**src/icache_pf_settings.svh**
```systemverilog
// Size macros and address field split for the multi-core instruction cache
`ifndef ICACHE_PF_SETTINGS_SVH
`define ICACHE_PF_SETTINGS_SVH

////////////////////////////////////////////////////////////
// Basic sizes
`define ICACHE_NB_CORES    4                  // Fetching cores
`define ICACHE_ADDR_W      32                 // Fetch address bits
`define ICACHE_LINE_W      128                // One cache line
`define ICACHE_AXI_DATA_W  64                 // One AXI beat
`define ICACHE_NB_SETS     16                 // Direct mapped, one line per set

// One-hot requester ID, top bit is the prefetcher
`define ICACHE_ID_W        (`ICACHE_NB_CORES + 1)

////////////////////////////////////////////////////////////
// Address split {tag, index, offset}
`define ICACHE_OFFSET_W    $clog2(`ICACHE_LINE_W / 8)
`define ICACHE_INDEX_W     $clog2(`ICACHE_NB_SETS)
`define ICACHE_TAG_W       (`ICACHE_ADDR_W - `ICACHE_INDEX_W - `ICACHE_OFFSET_W)
`define ICACHE_LINE_ADDR_W (`ICACHE_ADDR_W - `ICACHE_OFFSET_W)
`define ICACHE_BEATS       (`ICACHE_LINE_W / `ICACHE_AXI_DATA_W)

`endif

```
**src/icache_pf_pkg.sv**
```systemverilog
// Request, refill and AXI read channel structs of the instruction cache
`default_nettype none
`include "icache_pf_settings.svh"

package icache_pf_pkg;

   ////////////////////////////////////////////////////////////
   // Internal links

   // Fetch request as it leaves the arbiter
   typedef struct packed {
      logic [`ICACHE_ID_W-1:0]        id;         // One-hot requester
      logic [`ICACHE_ADDR_W-1:0]      addr;       // Byte address
   } fetch_req_t;

   // Completed line from the refill stage
   typedef struct packed {
      logic [`ICACHE_ID_W-1:0]        id;         // Who missed
      logic [`ICACHE_LINE_ADDR_W-1:0] line_addr;  // {tag, index}
      logic [`ICACHE_LINE_W-1:0]      data;       // Beat 1 high, beat 0 low
   } refill_t;

   ////////////////////////////////////////////////////////////
   // AXI read channels

   typedef struct packed {
      logic [`ICACHE_ID_W-1:0]        arid;
      logic [`ICACHE_ADDR_W-1:0]      araddr;
      logic [7:0]                     arlen;      // Beats minus one
      logic [2:0]                     arsize;     // log2 bytes per beat
      logic [1:0]                     arburst;    // INCR only
   } axi_ar_t;

   typedef struct packed {
      logic [`ICACHE_ID_W-1:0]        rid;
      logic [`ICACHE_AXI_DATA_W-1:0]  rdata;
      logic [1:0]                     rresp;
      logic                           rlast;      // Last beat of the burst
   } axi_r_t;

endpackage

`default_nettype wire

```
**src/icache_pf_arbiter.sv**
```systemverilog
// Round-robin arbiter for the core fetch ports, prefetch channel served last
`timescale 1ns/10ps
`default_nettype none
`include "icache_pf_settings.svh"

module icache_pf_arbiter (
   input  logic                                            clk,
   input  logic                                            rst_n_i,
   input  logic [`ICACHE_NB_CORES-1:0]                     core_req_i,
   input  logic [`ICACHE_NB_CORES-1:0][`ICACHE_ADDR_W-1:0] core_addr_i,
   output logic [`ICACHE_NB_CORES-1:0]                     core_gnt_o,
   input  logic                                            pf_req_i,
   input  logic [`ICACHE_ADDR_W-1:0]                       pf_addr_i,
   output logic                                            pf_gnt_o,
   output icache_pf_pkg::fetch_req_t                       req_o,
   output logic                                            req_valid_o,
   input  logic                                            req_ready_i
);

   localparam int NB    = `ICACHE_NB_CORES;
   localparam int IDX_W = (NB > 1) ? $clog2(NB) : 1;

   logic [IDX_W-1:0] rr_ptr_q;   // Core with top priority
   logic [IDX_W-1:0] scan_idx;
   logic [IDX_W-1:0] win_idx;    // Winning core
   logic             core_any;   // Some core requests
   logic [NB-1:0]    win_oh;

   ////////////////////////////////////////////////////////////
   // Search from the pointer, wrapping around
   always_comb begin
      core_any = 1'b0;
      win_idx  = rr_ptr_q;
      scan_idx = rr_ptr_q;
      for (int k = 0; k < NB; k++) begin
         scan_idx = IDX_W'((int'(rr_ptr_q) + k) % NB);
         if (!core_any && core_req_i[scan_idx]) begin
            core_any = 1'b1;     // First requester wins
            win_idx  = scan_idx;
         end
      end
   end

   assign win_oh = {{(NB-1){1'b0}}, 1'b1} << win_idx;

   // Cores always beat the prefetcher
   always_comb begin
      if (core_any) begin
         req_o.id   = {1'b0, win_oh};
         req_o.addr = core_addr_i[win_idx];
      end else begin
         req_o.id   = {1'b1, {NB{1'b0}}};   // Prefetch ID bit
         req_o.addr = pf_addr_i;
      end
   end

   assign req_valid_o = core_any | pf_req_i;
   assign core_gnt_o  = (core_any && req_ready_i) ? win_oh : '0;
   assign pf_gnt_o    = pf_req_i && !core_any && req_ready_i;

   ////////////////////////////////////////////////////////////
   // Pointer moves past the last granted core
   always_ff @(posedge clk) begin
      if (!rst_n_i) begin
         rr_ptr_q <= '0;
      end else if (core_any && req_ready_i) begin
         rr_ptr_q <= IDX_W'((int'(win_idx) + 1) % NB);
      end
   end

endmodule

`default_nettype wire

```
**src/icache_pf_stage_reg.sv**
```systemverilog
// One-entry valid/ready pipeline register with a payload type parameter
`timescale 1ns/10ps
`default_nettype none

module icache_pf_stage_reg #(
   parameter type payload_t = logic
) (
   input  logic     clk,
   input  logic     rst_n_i,
   input  payload_t in_i,
   input  logic     in_valid_i,
   output logic     in_ready_o,
   output payload_t out_o,
   output logic     out_valid_o,
   input  logic     out_ready_i
);

   logic     full_q;
   logic     push;
   payload_t data_q;

   // Room when empty or draining this cycle
   assign in_ready_o  = !full_q || out_ready_i;
   assign push        = in_valid_i && in_ready_o;
   assign out_valid_o = full_q;
   assign out_o       = data_q;

   always_ff @(posedge clk) begin
      if (!rst_n_i) begin
         full_q <= 1'b0;
      end else if (push) begin
         full_q <= 1'b1;            // Fill, possibly while draining
      end else if (out_ready_i) begin
         full_q <= 1'b0;
      end
   end

   always_ff @(posedge clk) begin
      if (push) begin
         data_q <= in_i;
      end
   end

endmodule

`default_nettype wire

```
**src/icache_pf_lookup.sv**
```systemverilog
// Tag, valid and data arrays with hit check, flush, responses and miss hand-off
`timescale 1ns/10ps
`default_nettype none
`include "icache_pf_settings.svh"

module icache_pf_lookup (
   input  logic                                clk,
   input  logic                                rst_n_i,
   input  icache_pf_pkg::fetch_req_t           req_i,
   input  logic                                req_valid_i,
   output logic                                req_ready_o,
   input  logic                                flush_req_i,
   output logic                                flush_ack_o,
   output icache_pf_pkg::fetch_req_t           miss_o,
   output logic                                miss_valid_o,
   input  logic                                miss_ready_i,
   input  icache_pf_pkg::refill_t              refill_i,
   input  logic                                refill_valid_i,
   output logic [`ICACHE_NB_CORES-1:0]         core_rvalid_o,
   output logic [`ICACHE_LINE_W-1:0]           core_rdata_o,
   output logic                                pf_rvalid_o
);

   localparam int NB    = `ICACHE_NB_CORES;
   localparam int OFF_W = `ICACHE_OFFSET_W;
   localparam int IDX_W = `ICACHE_INDEX_W;
   localparam int TAG_W = `ICACHE_TAG_W;

   ////////////////////////////////////////////////////////////
   // Arrays
   logic [TAG_W-1:0]              tag_q  [`ICACHE_NB_SETS];
   logic [`ICACHE_LINE_W-1:0]     data_q [`ICACHE_NB_SETS];
   logic [`ICACHE_NB_SETS-1:0]    valid_q;

   logic [IDX_W-1:0]              req_idx, rf_idx;
   logic [TAG_W-1:0]              req_tag, rf_tag;
   logic                          hit;
   logic                          take;          // Request accepted this cycle
   logic                          flush_go;

   logic                          busy_q;        // Miss outstanding, input stalled
   logic                          miss_valid_q;
   icache_pf_pkg::fetch_req_t     miss_q;
   logic                          flush_seen_q;  // Flush done, wait for request drop
   logic                          flush_ack_q;
   logic                          rsp_valid_q;
   logic [`ICACHE_ID_W-1:0]       rsp_id_q;
   logic [`ICACHE_LINE_W-1:0]     rsp_line_q;

   assign req_idx = req_i.addr[OFF_W +: IDX_W];
   assign req_tag = req_i.addr[`ICACHE_ADDR_W-1 -: TAG_W];
   assign rf_idx  = refill_i.line_addr[IDX_W-1:0];
   assign rf_tag  = refill_i.line_addr[IDX_W +: TAG_W];

   assign hit         = valid_q[req_idx] && (tag_q[req_idx] == req_tag);
   assign req_ready_o = !busy_q && !flush_req_i;   // Blocking, one miss at a time
   assign take        = req_valid_i && req_ready_o;
   assign flush_go    = flush_req_i && !busy_q && !flush_seen_q;

   ////////////////////////////////////////////////////////////
   // Control state
   always_ff @(posedge clk) begin
      if (!rst_n_i) begin
         busy_q       <= 1'b0;
         miss_valid_q <= 1'b0;
         flush_seen_q <= 1'b0;
         flush_ack_q  <= 1'b0;
         rsp_valid_q  <= 1'b0;
         valid_q      <= '0;
      end else begin
         rsp_valid_q <= (take && hit) || refill_valid_i;
         flush_ack_q <= flush_go;                     // One pulse per flush
         if (flush_go) begin
            flush_seen_q <= 1'b1;
         end else if (!flush_req_i) begin
            flush_seen_q <= 1'b0;
         end
         if (miss_valid_q && miss_ready_i) begin
            miss_valid_q <= 1'b0;                     // Refill stage took it
         end
         if (take && !hit) begin
            busy_q       <= 1'b1;
            miss_valid_q <= 1'b1;
         end
         if (refill_valid_i) begin
            busy_q          <= 1'b0;                  // Line arrived, resume
            valid_q[rf_idx] <= 1'b1;
         end
         if (flush_go) begin
            valid_q <= '0;                            // Invalidate all lines
         end
      end
   end

   ////////////////////////////////////////////////////////////
   // Array writes and response payload
   always_ff @(posedge clk) begin
      if (take && !hit) begin
         miss_q <= req_i;
      end
      if (take && hit) begin
         rsp_id_q   <= req_i.id;
         rsp_line_q <= data_q[req_idx];
      end
      if (refill_valid_i) begin
         tag_q[rf_idx]  <= rf_tag;
         data_q[rf_idx] <= refill_i.data;
         rsp_id_q       <= refill_i.id;               // Answer the requester that missed
         rsp_line_q     <= refill_i.data;
      end
   end

   assign miss_o        = miss_q;
   assign miss_valid_o  = miss_valid_q;
   assign flush_ack_o   = flush_ack_q;
   // Route by one-hot ID, prefetch gets only the pulse
   assign core_rvalid_o = rsp_valid_q ? rsp_id_q[NB-1:0] : '0;
   assign pf_rvalid_o   = rsp_valid_q && rsp_id_q[NB];
   assign core_rdata_o  = rsp_line_q;

endmodule

`default_nettype wire

```
**src/icache_pf_refill.sv**
```systemverilog
// AXI read address issue and two-beat line assembly for one outstanding miss
`timescale 1ns/10ps
`default_nettype none
`include "icache_pf_settings.svh"

module icache_pf_refill (
   input  logic                        clk,
   input  logic                        rst_n_i,
   input  icache_pf_pkg::fetch_req_t   miss_i,
   input  logic                        miss_valid_i,
   output logic                        miss_ready_o,
   output icache_pf_pkg::axi_ar_t      ar_o,
   output logic                        arvalid_o,
   input  logic                        arready_i,
   input  icache_pf_pkg::axi_r_t       r_i,
   input  logic                        rvalid_i,
   output icache_pf_pkg::refill_t      refill_o,
   output logic                        refill_valid_o
);

   localparam int OFF_W = `ICACHE_OFFSET_W;

   typedef enum logic [1:0] {IDLE, ADDR, DATA} state_e;

   state_e                          state_q;
   icache_pf_pkg::fetch_req_t       req_q;    // Outstanding miss
   logic [`ICACHE_AXI_DATA_W-1:0]   beat0_q;  // First beat, low half
   logic                            beat_ok;

   assign miss_ready_o = (state_q == IDLE);
   assign arvalid_o    = (state_q == ADDR);   // Held until arready_i
   // Only beats of our own ID count
   assign beat_ok      = (state_q == DATA) && rvalid_i && (r_i.rid == req_q.id);

   ////////////////////////////////////////////////////////////
   // AR fields, stable while in ADDR
   always_comb begin
      ar_o.arid    = req_q.id;
      ar_o.araddr  = {req_q.addr[`ICACHE_ADDR_W-1:OFF_W], {OFF_W{1'b0}}};  // Line aligned
      ar_o.arlen   = 8'(`ICACHE_BEATS - 1);
      ar_o.arsize  = 3'($clog2(`ICACHE_AXI_DATA_W / 8));
      ar_o.arburst = 2'b01;                                             // INCR
   end

   // Line goes out with the rlast beat
   always_comb begin
      refill_o.id        = req_q.id;
      refill_o.line_addr = req_q.addr[`ICACHE_ADDR_W-1:OFF_W];
      refill_o.data      = {r_i.rdata, beat0_q};
   end
   assign refill_valid_o = beat_ok && r_i.rlast;

   ////////////////////////////////////////////////////////////
   // FSM
   always_ff @(posedge clk) begin
      if (!rst_n_i) begin
         state_q <= IDLE;
      end else begin
         case (state_q)
            IDLE:    if (miss_valid_i) state_q <= ADDR;
            ADDR:    if (arready_i) state_q <= DATA;
            DATA:    if (beat_ok && r_i.rlast) state_q <= IDLE;   // Refill delivered
            default: state_q <= IDLE;
         endcase
      end
   end

   always_ff @(posedge clk) begin
      if (miss_valid_i && miss_ready_o) begin
         req_q <= miss_i;
      end
      if (beat_ok && !r_i.rlast) begin
         beat0_q <= r_i.rdata;
      end
   end

endmodule

`default_nettype wire

```
**src/icache_pf_top.sv**
```systemverilog
// Top level of the instruction cache with prefetch port and AXI read master
`timescale 1ns/10ps
`default_nettype none
`include "icache_pf_settings.svh"

module icache_pf_top (
   input  logic                                            clk,
   input  logic                                            rst_n_i,
   input  logic [`ICACHE_NB_CORES-1:0]                     fetch_req_i,
   input  logic [`ICACHE_NB_CORES-1:0][`ICACHE_ADDR_W-1:0] fetch_addr_i,
   output logic [`ICACHE_NB_CORES-1:0]                     fetch_gnt_o,
   output logic [`ICACHE_NB_CORES-1:0]                     fetch_rvalid_o,
   output logic [`ICACHE_NB_CORES-1:0][`ICACHE_LINE_W-1:0] fetch_rdata_o,
   input  logic                                            pf_req_i,
   input  logic [`ICACHE_ADDR_W-1:0]                       pf_addr_i,
   output logic                                            pf_gnt_o,
   output logic                                            pf_rvalid_o,
   input  logic                                            flush_req_i,
   output logic                                            flush_ack_o,
   output icache_pf_pkg::axi_ar_t                          axi_ar_o,
   output logic                                            axi_arvalid_o,
   input  logic                                            axi_arready_i,
   input  icache_pf_pkg::axi_r_t                           axi_r_i,
   input  logic                                            axi_rvalid_i,
   output logic                                            axi_rready_o
);

   icache_pf_pkg::fetch_req_t  arb_req, lk_req, miss;
   icache_pf_pkg::refill_t     rf_line, rf_line_q;
   logic                       arb_valid, arb_ready, lk_valid, lk_ready;
   logic                       miss_valid, miss_ready, rf_valid, rf_valid_q;
   logic [`ICACHE_LINE_W-1:0]  rsp_line;

   ////////////////////////////////////////////////////////////
   // Request path
   icache_pf_arbiter u_arbiter (
      .clk, .rst_n_i,
      .core_req_i  (fetch_req_i),  .core_addr_i (fetch_addr_i), .core_gnt_o (fetch_gnt_o),
      .pf_req_i    (pf_req_i),     .pf_addr_i   (pf_addr_i),    .pf_gnt_o   (pf_gnt_o),
      .req_o       (arb_req),      .req_valid_o (arb_valid),    .req_ready_i (arb_ready)
   );

   icache_pf_stage_reg #(.payload_t(icache_pf_pkg::fetch_req_t)) u_req_reg (
      .clk, .rst_n_i,
      .in_i  (arb_req), .in_valid_i  (arb_valid), .in_ready_o  (arb_ready),
      .out_o (lk_req),  .out_valid_o (lk_valid),  .out_ready_i (lk_ready)
   );

   icache_pf_lookup u_lookup (
      .clk, .rst_n_i,
      .req_i         (lk_req),      .req_valid_i    (lk_valid),    .req_ready_o  (lk_ready),
      .flush_req_i   (flush_req_i), .flush_ack_o    (flush_ack_o),
      .miss_o        (miss),        .miss_valid_o   (miss_valid),  .miss_ready_i (miss_ready),
      .refill_i      (rf_line_q),   .refill_valid_i (rf_valid_q),
      .core_rvalid_o (fetch_rvalid_o), .core_rdata_o (rsp_line),   .pf_rvalid_o  (pf_rvalid_o)
   );

   ////////////////////////////////////////////////////////////
   // Miss path to AXI
   icache_pf_refill u_refill (
      .clk, .rst_n_i,
      .miss_i   (miss),          .miss_valid_i (miss_valid),    .miss_ready_o (miss_ready),
      .ar_o     (axi_ar_o),      .arvalid_o    (axi_arvalid_o), .arready_i    (axi_arready_i),
      .r_i      (axi_r_i),       .rvalid_i     (axi_rvalid_i),
      .refill_o (rf_line),       .refill_valid_o (rf_valid)
   );

   // Refill register, lookup always takes it
   icache_pf_stage_reg #(.payload_t(icache_pf_pkg::refill_t)) u_refill_reg (
      .clk, .rst_n_i,
      .in_i  (rf_line),   .in_valid_i  (rf_valid),   .in_ready_o  (),
      .out_o (rf_line_q), .out_valid_o (rf_valid_q), .out_ready_i (1'b1)
   );

   assign fetch_rdata_o = {`ICACHE_NB_CORES{rsp_line}};  // Qualified by each rvalid bit
   assign axi_rready_o  = 1'b1;                           // R beats always accepted

endmodule

`default_nettype wire

```
**config.mk**
```make
export PLATFORM = sky130hd
export DESIGN_NAME = icache_pf_top
export DESIGN_NICKNAME = d
export VERILOG_FILES = /design/src/icache_pf_pkg.sv /design/src/icache_pf_arbiter.sv /design/src/icache_pf_stage_reg.sv /design/src/icache_pf_lookup.sv /design/src/icache_pf_refill.sv /design/src/icache_pf_top.sv
export VERILOG_INCLUDE_DIRS = /design/src
export SDC_FILE = /design/constraint.sdc
export NUM_CORES = 2
export LEC_CHECK = 0
export ABC_AREA = 0
export BUFFER_PORTS_ARGS = -buffer_cell sky130_fd_sc_hd__buf_2
export CORE_MARGIN = 1.5
export CORE_UTILIZATION = 50
export DETAILED_ROUTE_END_ITERATION = 16
export PLACE_DENSITY = 0.77
export SETUP_SLACK_MARGIN = 0.1
export SYNTH_ARGS = -nofsm -noshare
export SYNTH_HDL_FRONTEND = slang
export SYNTH_SLANG_ARGS = --single-unit
```
**constraint.sdc**
```tcl
create_clock -name clk -period 26.5 [get_ports clk]
set_input_delay 2.65 -clock clk [delete_from_list [all_inputs] [get_ports clk]]
set_output_delay 2.65 -clock clk [all_outputs]
set_load 0.01 [all_outputs]
```
# Yosys cells after proc, flatten, opt, wreduce, memory -nomap -nowiden
# Memories as Yosys holds them, arrays and structs flattened. A register that Yosys moved wholly into a read port is not among the register bits.
# Cells that the tools add are included.
[op_classes]
n_reduce_logical = 40
order_cmp = 8
n_shift = 1
n_addsub = 4
n_mux = 43
n_bitwise = 3
n_eq_ne = 8
[op_table]
columns = ["operator", "count"]
rows = [
  ["two-way mux 128 bit", 2],
  ["binary-select mux 32 bit (select 2 bit)", 1],
  ["two-way mux 37 bit", 1],
  ["two-way mux 32 bit", 1],
  ["equality test 24 bit", 1],
  ["logical AND 1 bit", 21],
  ["two-way mux 1 bit", 19],
  ["two-way mux 4 bit", 4],
  ["OR 16 bit", 1],
  ["< comparator 2 x 3 -> 1 bit (second input constant)", 5],
  ["two-way mux 2 bit", 6],
  ["logical NOT 1 bit", 10],
  ["< comparator 4 x 5 -> 1 bit (second input constant)", 2],
  ["two-way mux 5 bit", 2],
  ["binary-select mux 1 bit (select 2 bit)", 4],
  ["one-hot mux 2 bit (3 select lines)", 1],
  ["nonzero test 2 bit", 3],
  ["equality test 5 bit", 1],
  ["adder 2 x 1 -> 2 bit (second input constant)", 2],
  ["adder 2 bit (second input constant)", 2],
  ["binary-select mux 1 bit (select 4 bit)", 1],
  ["demux 1 bit (select 4 bit)", 1],
  ["greater-or-equal comparator 4 x 1 -> 1 bit (second input constant)", 1],
  ["inequality test 2 x 1 -> 1 bit (second input constant)", 2],
  ["other kinds (10)", 13],
]
[totals]
out_inout_bits = 575
n_memories = 2
in_bits = 242
wordCells = 132
mem_bits_rw = 2432
ff_bits = 496
[mem_list]
columns = ["name", "depth", "word_bits", "read_ports", "rd_clocked_by_memory_dff", "write_ports", "line_no", "text"]
rows = [
  ["u_lookup.data_q", 16, 128, 1, 1, 1, "icache_pf_lookup.sv:32", "logic [`ICACHE_LINE_W-1:0] data_q [`ICACHE_NB_SETS];"],
  ["u_lookup.tag_q", 16, 24, 1, 1, 1, "icache_pf_lookup.sv:31", "logic [TAG_W-1:0] tag_q [`ICACHE_NB_SETS];"],
]

# Depth between registers and ports, before layout
[logic_depth]
ltp_word = 16
depth_mapped = 13
mapped_depth_nobuf = 9

# Modules after synthesis
# Synthesis repeated with hierarchy kept, for this count alone.
[unflattened]
hier_cells = 5040
area_unflattened_um2 = 113963.0
[by_module_without_submodules]
columns = ["module", "area_each_um2", "cells_per_inst", "instances", "seq_area_each_um2"]
rows = [
  ["icache_pf_lookup", 99477.9, 3977, 1, 78555.3],
  ["icache_pf_stage_reg at u_refill_reg", 4892.2, 166, 1, 4854.7],
  ["icache_pf_refill", 3958.8, 236, 1, 2952.8],
  ["icache_pf_top", 2894.0, 386, 1, 0.0],
  ["icache_pf_arbiter", 1571.5, 233, 1, 40.0],
  ["icache_pf_stage_reg at u_req_reg", 1168.6, 42, 1, 1131.1],
]

# Worst setup path after synthesis
# No wires, ideal clock.
[synth_timing]
path_kind = "register to register"
startpoint = "register u_refill_reg.full_q, in the netlist u_refill_reg.out_valid_o"
endpoint = "memory u_lookup.data_q[3][0] in the netlist's numbering (enable)"
setup_ns = 0.851
arrival_ns = 11.277
path_stages_with_launch = 5
t_required_ns = 25.649
slack_ns = 14.372
period_less_slack_ns = 12.128
n_path_buf = 2
cell_sequence = "dfxtp_1 > clkbuf_1 > buf_1 > nand3_1 > nor3_1"
[synth_via]
elab_chain_cells = 2
[synth_rtl]
columns = ["element", "line_no", "text"]
rows = [
  ["start: declaration", "icache_pf_stage_reg.sv:18", "logic full_q;"],
  ["start signal: assignment", "icache_pf_stage_reg.sv:30", "full_q <= 1'b0;"],
  ["start signal: assignment", "icache_pf_stage_reg.sv:32", "full_q <= 1'b1;"],
  ["start signal: assignment", "icache_pf_stage_reg.sv:34", "full_q <= 1'b0;"],
  ["two-way mux 1 bit", "icache_pf_lookup.sv:105", "if (refill_valid_i) begin"],
  ["two-way mux 1 bit (implied by the code)", "icache_pf_lookup.sv:107", "data_q[rf_idx] <= refill_i.data;"],
  ["end: declaration", "icache_pf_lookup.sv:32", ""],
]
# No other way between the ends.

# Worst setup path in the final report
[layout_timing]
startpoint = "input fetch_req_i[1]"
endpoint = "output fetch_gnt_o[0]"
[layout_via]
elab_chain_cells = 14
elab_cells_between_ends = 24
cone_classes = "shift: 1; mux: 16; reduce/logical: 7"
[layout_rtl]
columns = ["element", "line_no", "text"]
rows = [
  ["start: declaration", "icache_pf_top.sv:9", "input logic [`ICACHE_NB_CORES-1:0] fetch_req_i,"],
  ["binary-select mux 1 bit (select 2 bit)", "icache_pf_arbiter.sv:37", "if (!core_any && core_req_i[scan_idx]) begin"],
  ["two-way mux 1 bit (implied by the code)", "icache_pf_arbiter.sv:37", ""],
  ["two-way mux 1 bit", "icache_pf_arbiter.sv:37", ""],
  ["logical NOT 1 bit", "icache_pf_arbiter.sv:37", ""],
  ["logical AND 1 bit", "icache_pf_arbiter.sv:37", ""],
  ["two-way mux 1 bit", "icache_pf_arbiter.sv:37", ""],
  ["logical NOT 1 bit", "icache_pf_arbiter.sv:37", ""],
  ["logical AND 1 bit", "icache_pf_arbiter.sv:37", ""],
  ["two-way mux 1 bit", "icache_pf_arbiter.sv:37", ""],
  ["logical NOT 1 bit", "icache_pf_arbiter.sv:37", ""],
  ["logical AND 1 bit", "icache_pf_arbiter.sv:37", ""],
  ["two-way mux 2 bit (*)", "icache_pf_arbiter.sv:37", ""],
  ["<< shifter 1 x 2 -> 4 bit (*)", "icache_pf_arbiter.sv:44", "assign win_oh = {{(NB-1){1'b0}}, 1'b1} << win_idx;"],
  ["named net u_arbiter.win_oh[0]", "icache_pf_arbiter.sv:27", "logic [NB-1:0] win_oh;"],
  ["two-way mux 4 bit (*)", "icache_pf_arbiter.sv:58", "assign core_gnt_o = (core_any && req_ready_i) ? win_oh : '0;"],
  ["end: declaration", "icache_pf_top.sv:11", "output logic [`ICACHE_NB_CORES-1:0] fetch_gnt_o,"],
]
# Mark *: on every way through the listed nets, which the timed path passes. The rest lies on a longest branch. The select of a mux whose other input is x is not followed.

==> impl_metrics.tcl <==
set metrics [dict create \
    finalCoreUtilization_pct 56.5 \
    die_area_um2 229000 \
    core_area_um2 225000 \
    synth.avg_cell_area_um2 22.5 \
    route.vias.total 53200 \
    worst_clock_skew_ns 0.0861 \
    worstSetupEndpointType "primary output" \
    postSynth.asyncResetShare_pct 0 \
    path_cells "buf_2 -> nor2_1 -> a221o_1 -> o22a_2 -> inv_1 -> buf_4 -> ha_1 -> and3_1 -> buf_2" \
    hpwl_mm 137 \
    start_util_pct 50.3 \
    cpMaxStageDelayCell "sky130_fd_sc_hd__o22a_2" \
    slew_headroom_pct 13.5 \
    synth-edff-count 2889 \
    maxCapViolCount 0 \
    unrepaired_setup_endpoints_after_global_routing "no" \
    cts_made_buffers 303 \
    avgViaCountPerCell 6.07 \
    numPlacedInstances 8240 \
    synthDistinctLibCells 64 \
    path_class "primary input to primary output" \
    timing.final.setup_violations 0 \
    worst-path-max-fanout 59 \
    detailedRoute.firstIterationViolations 6555 \
    cp.arrival_ns 4.99 \
    clock_tree.htree_level_count 5 \
    yosysWarningCount 0 \
    grt_first_pass_wirelength_mm 386 \
    cpLargestDelayFamily "buffers and inverters" \
    grt.total_usage_pct 23.5 \
    worstSkewPairLatency_ns 0.97 \
    finalCriticalPeriod_ns 7.64 \
    number_of_antenna_violations_at_the_first_check_in_global_routing 31 \
    hold_viol 0 \
    post_cts_buffers 0 \
    power_density_nw_per_um2 89.1 \
    post-route-drc-count 0 \
    path_clk_slew_ns 0.06 \
    nNetsFinal 5799 \
    first_global_vias 54400 \
    instances_no_fill 8772 \
    crit_required_ns 23.85 \
    synth_ff_type "sky130_fd_sc_hd__edfxtp_1" \
    rows 174 \
    run_status "complete, no violations" \
    largest_net_degree_at_the_start_of_global_routing 152 \
    netlist_area_um2 113000 \
    die_width_um 478 \
    drt.antenna.violating_nets 0 \
    setup_tns_ns 0 \
    nFillCells 15700 \
    boundaryPins 817 \
    achievable-frequency_mhz 131 \
    wl_mm 271 \
    place.gp.congestion 0.943 \
    tightest_slew_ns 1.29 \
    total_power_of_the_final_layout_mw 11.3 \
    synth.yosys.seq_area_share_pct 77.3 \
    ys_ff_latch 2920 \
    static_leakage_nw 41.3 \
    holdCritPathClass "flip-flop to flip-flop" \
    critPathMaxStageDelay_ns 0.56 \
    drive_gt1_share_pct 37.8 \
    clk_root_buffer_cell "sky130_fd_sc_hd__clkbuf_16" \
    type_of_origin_of_the_critical_path "primary input" \
    cts-root-to-sink-buffers 4 \
    io_buffers 776 \
    global_route.overflow_total 0 \
    final_slew_violations 0 \
    postCtsHoldBufs 0 \
    synthCells 5011 \
    critical_path_s_most_frequent_cell "sky130_fd_sc_hd__buf_2" \
    first_pass_iters 5 \
    timing.final.crit_share_pct 28.8 \
    max-vdd-ir-drop_mv 0.0677 \
    cts_repair_resize_count 0 \
    cp_num_buf_inv 4 \
    die_ht_um 478 \
    wire_per_inst_um 30.9 \
    tritoncts "yes" \
    tritoncts_num_sinks 2920 \
    syn2layout_area_growth_pct 12.4 \
]
power breakdown:
| part | switching, mW | internal [mW] |
|---|---|---|
| sequential | 0.0726 | 5.09 |
| clock | 1.71 | 2.43 |
| combinational | 0.975 | 1.03 |
| total | 2.76 | 8.55 |
routing by layer:
metal  part of all wire (%)  vias to the layer above  track usage (%)
li1                       -                    21300                -
met5                 0.0048                        -                0
met2                     51                     3133             39.7
met3                    8.0                      505             4.09
met4                    3.8                        2             8.97
met1                     37                    28200             30.5
layout by cell type (no fill, tap or decap), types with 8 or more instances in the layout:
cell type,instances
sky130_fd_sc_hd__clkinv_2,55
sky130_fd_sc_hd__bufinv_16,31
sky130_fd_sc_hd__clkbuf_16,308
sky130_fd_sc_hd__nor3_1,9
sky130_fd_sc_hd__diode_2,10
sky130_fd_sc_hd__nand3_1,38
sky130_fd_sc_hd__edfxtp_1,2889
sky130_fd_sc_hd__xor2_1,10
sky130_fd_sc_hd__nor2_4,15
sky130_fd_sc_hd__buf_2,776
sky130_fd_sc_hd__o21a_1,18
sky130_fd_sc_hd__a22oi_1,8
sky130_fd_sc_hd__a21oi_1,9
sky130_fd_sc_hd__conb_1,18
sky130_fd_sc_hd__o21ai_0,62
sky130_fd_sc_hd__nor2_1,14
sky130_fd_sc_hd__nor2b_1,10
sky130_fd_sc_hd__xnor2_1,29
sky130_fd_sc_hd__nand2_1,177
sky130_fd_sc_hd__mux4_2,721
sky130_fd_sc_hd__clkinv_1,55
sky130_fd_sc_hd__buf_4,91
sky130_fd_sc_hd__clkbuf_1,55
sky130_fd_sc_hd__and2_1,14
sky130_fd_sc_hd__mux2_2,142
sky130_fd_sc_hd__dfxtp_1,26
sky130_fd_sc_hd__buf_12,8
sky130_fd_sc_hd__mux2i_1,63
sky130_fd_sc_hd__inv_6,8
sky130_fd_sc_hd__inv_1,13
sky130_fd_sc_hd__and3_1,8
worst paths after layout:
path / start / endpoint / slack [ns] / cells past startpoint
max: fetch_req_i[1] / fetch_gnt_o[0] / 18.86 / 9
max reg2reg: flip-flop / u_lookup.core_rdata_o[51] / 19.63 / 8
min reg2reg: u_refill.beat0_q[59] / u_refill_reg.out_o[59] / 0.41 / 0
min: u_refill.beat0_q[59] / u_refill_reg.out_o[59] / 0.41 / 0
cell type report:
type	instances	area, µm²	area share (%)
timing repair buffer	875	4730	3.72
inverter	14	60.1	0.0473
antenna	10	25.0	0.0197
tap	2992	3740	2.95
sequential	2920	87400	68.8
multi-input combinational	1439	21500	17.0
clock buffer	365	7940	6.25
clock inverter	157	1560	1.22
state kept, by name (all words and copies together) (netlist names), 2 cells and up, named ones only:
| name | flops |
|---|---|
| u_req_reg.out_o | 33 |
| u_lookup.valid_q | 16 |
| u_lookup.data_q | 2048 |
| u_arbiter.rr_ptr_q | 2 |
| u_refill.state_q | 2 |
| u_lookup.rsp_id_q | 5 |
| u_lookup.tag_q | 384 |
| u_refill.beat0_q | 64 |
| u_lookup.core_rdata_o | 128 |
| u_refill_reg.out_o | 161 |
| u_refill.ar_o | 33 |
| u_lookup.miss_o | 33 |
synth_stat cells, drive strengths merged, types with 2 or more instances:
cell type	number	share of area, %
xnor2	29	0.22
ha	4	0.044
nor2	29	0.096
o21a	18	0.12
dfxtp	31	0.55
a21boi	4	0.027
nor2b	10	0.055
o2bb2ai	2	0.016
a21o	2	0.013
buf	542	3.4
a22oi	8	0.053
nor3b	5	0.033
mux4	728	15
mux2i	63	0.56
nand2b	4	0.022
edfxtp	2889	77
nand3	38	0.17
mux2	142	1.4
or3	2	0.011
o2111ai	3	0.023
xor2	10	0.078
nor3	13	0.058
and3	8	0.044
and2	14	0.078
nor4	2	0.011
clkbuf	112	0.37
conb	2	0.0066
o21ai	62	0.27
or4	2	0.017
nand2	177	0.59
nand4	3	0.017
o211ai	3	0.020
nand3b	2	0.013
a21oi	9	0.040
inv	14	0.047
nor4b	4	0.031
stage by stage:
stage,worst slack [ns],area (µm²),hold slack [ns]
after floorplan,14.37,113000,0.400
after global placement,18.96,117000,0.402
after detailed placement,18.87,117000,0.405
after CTS,18.87,127000,0.407
after global routing,18.66,127000,0.419
final,18.86,127000,0.409
kinds of logic (layout without fill, tap and decap cells):
family | after synthesis | after routing | synth area share (%)
DFF | 2920 | 2920 | 77.3
muxes | 933 | 933 | 16.5
buffers and inverters | 668 | 1411 | 3.81
and+or+nand+nor | 317 | 317 | 1.27
AOI/OAI and AO/OA | 128 | 128 | 0.724
xor gates and xnor gates | 39 | 39 | 0.302
adders and majority gates | 4 | 4 | 0.0443
other | 2 | 28 | 0.00665
No activity file was read; power rests on OpenSTA's default activity.
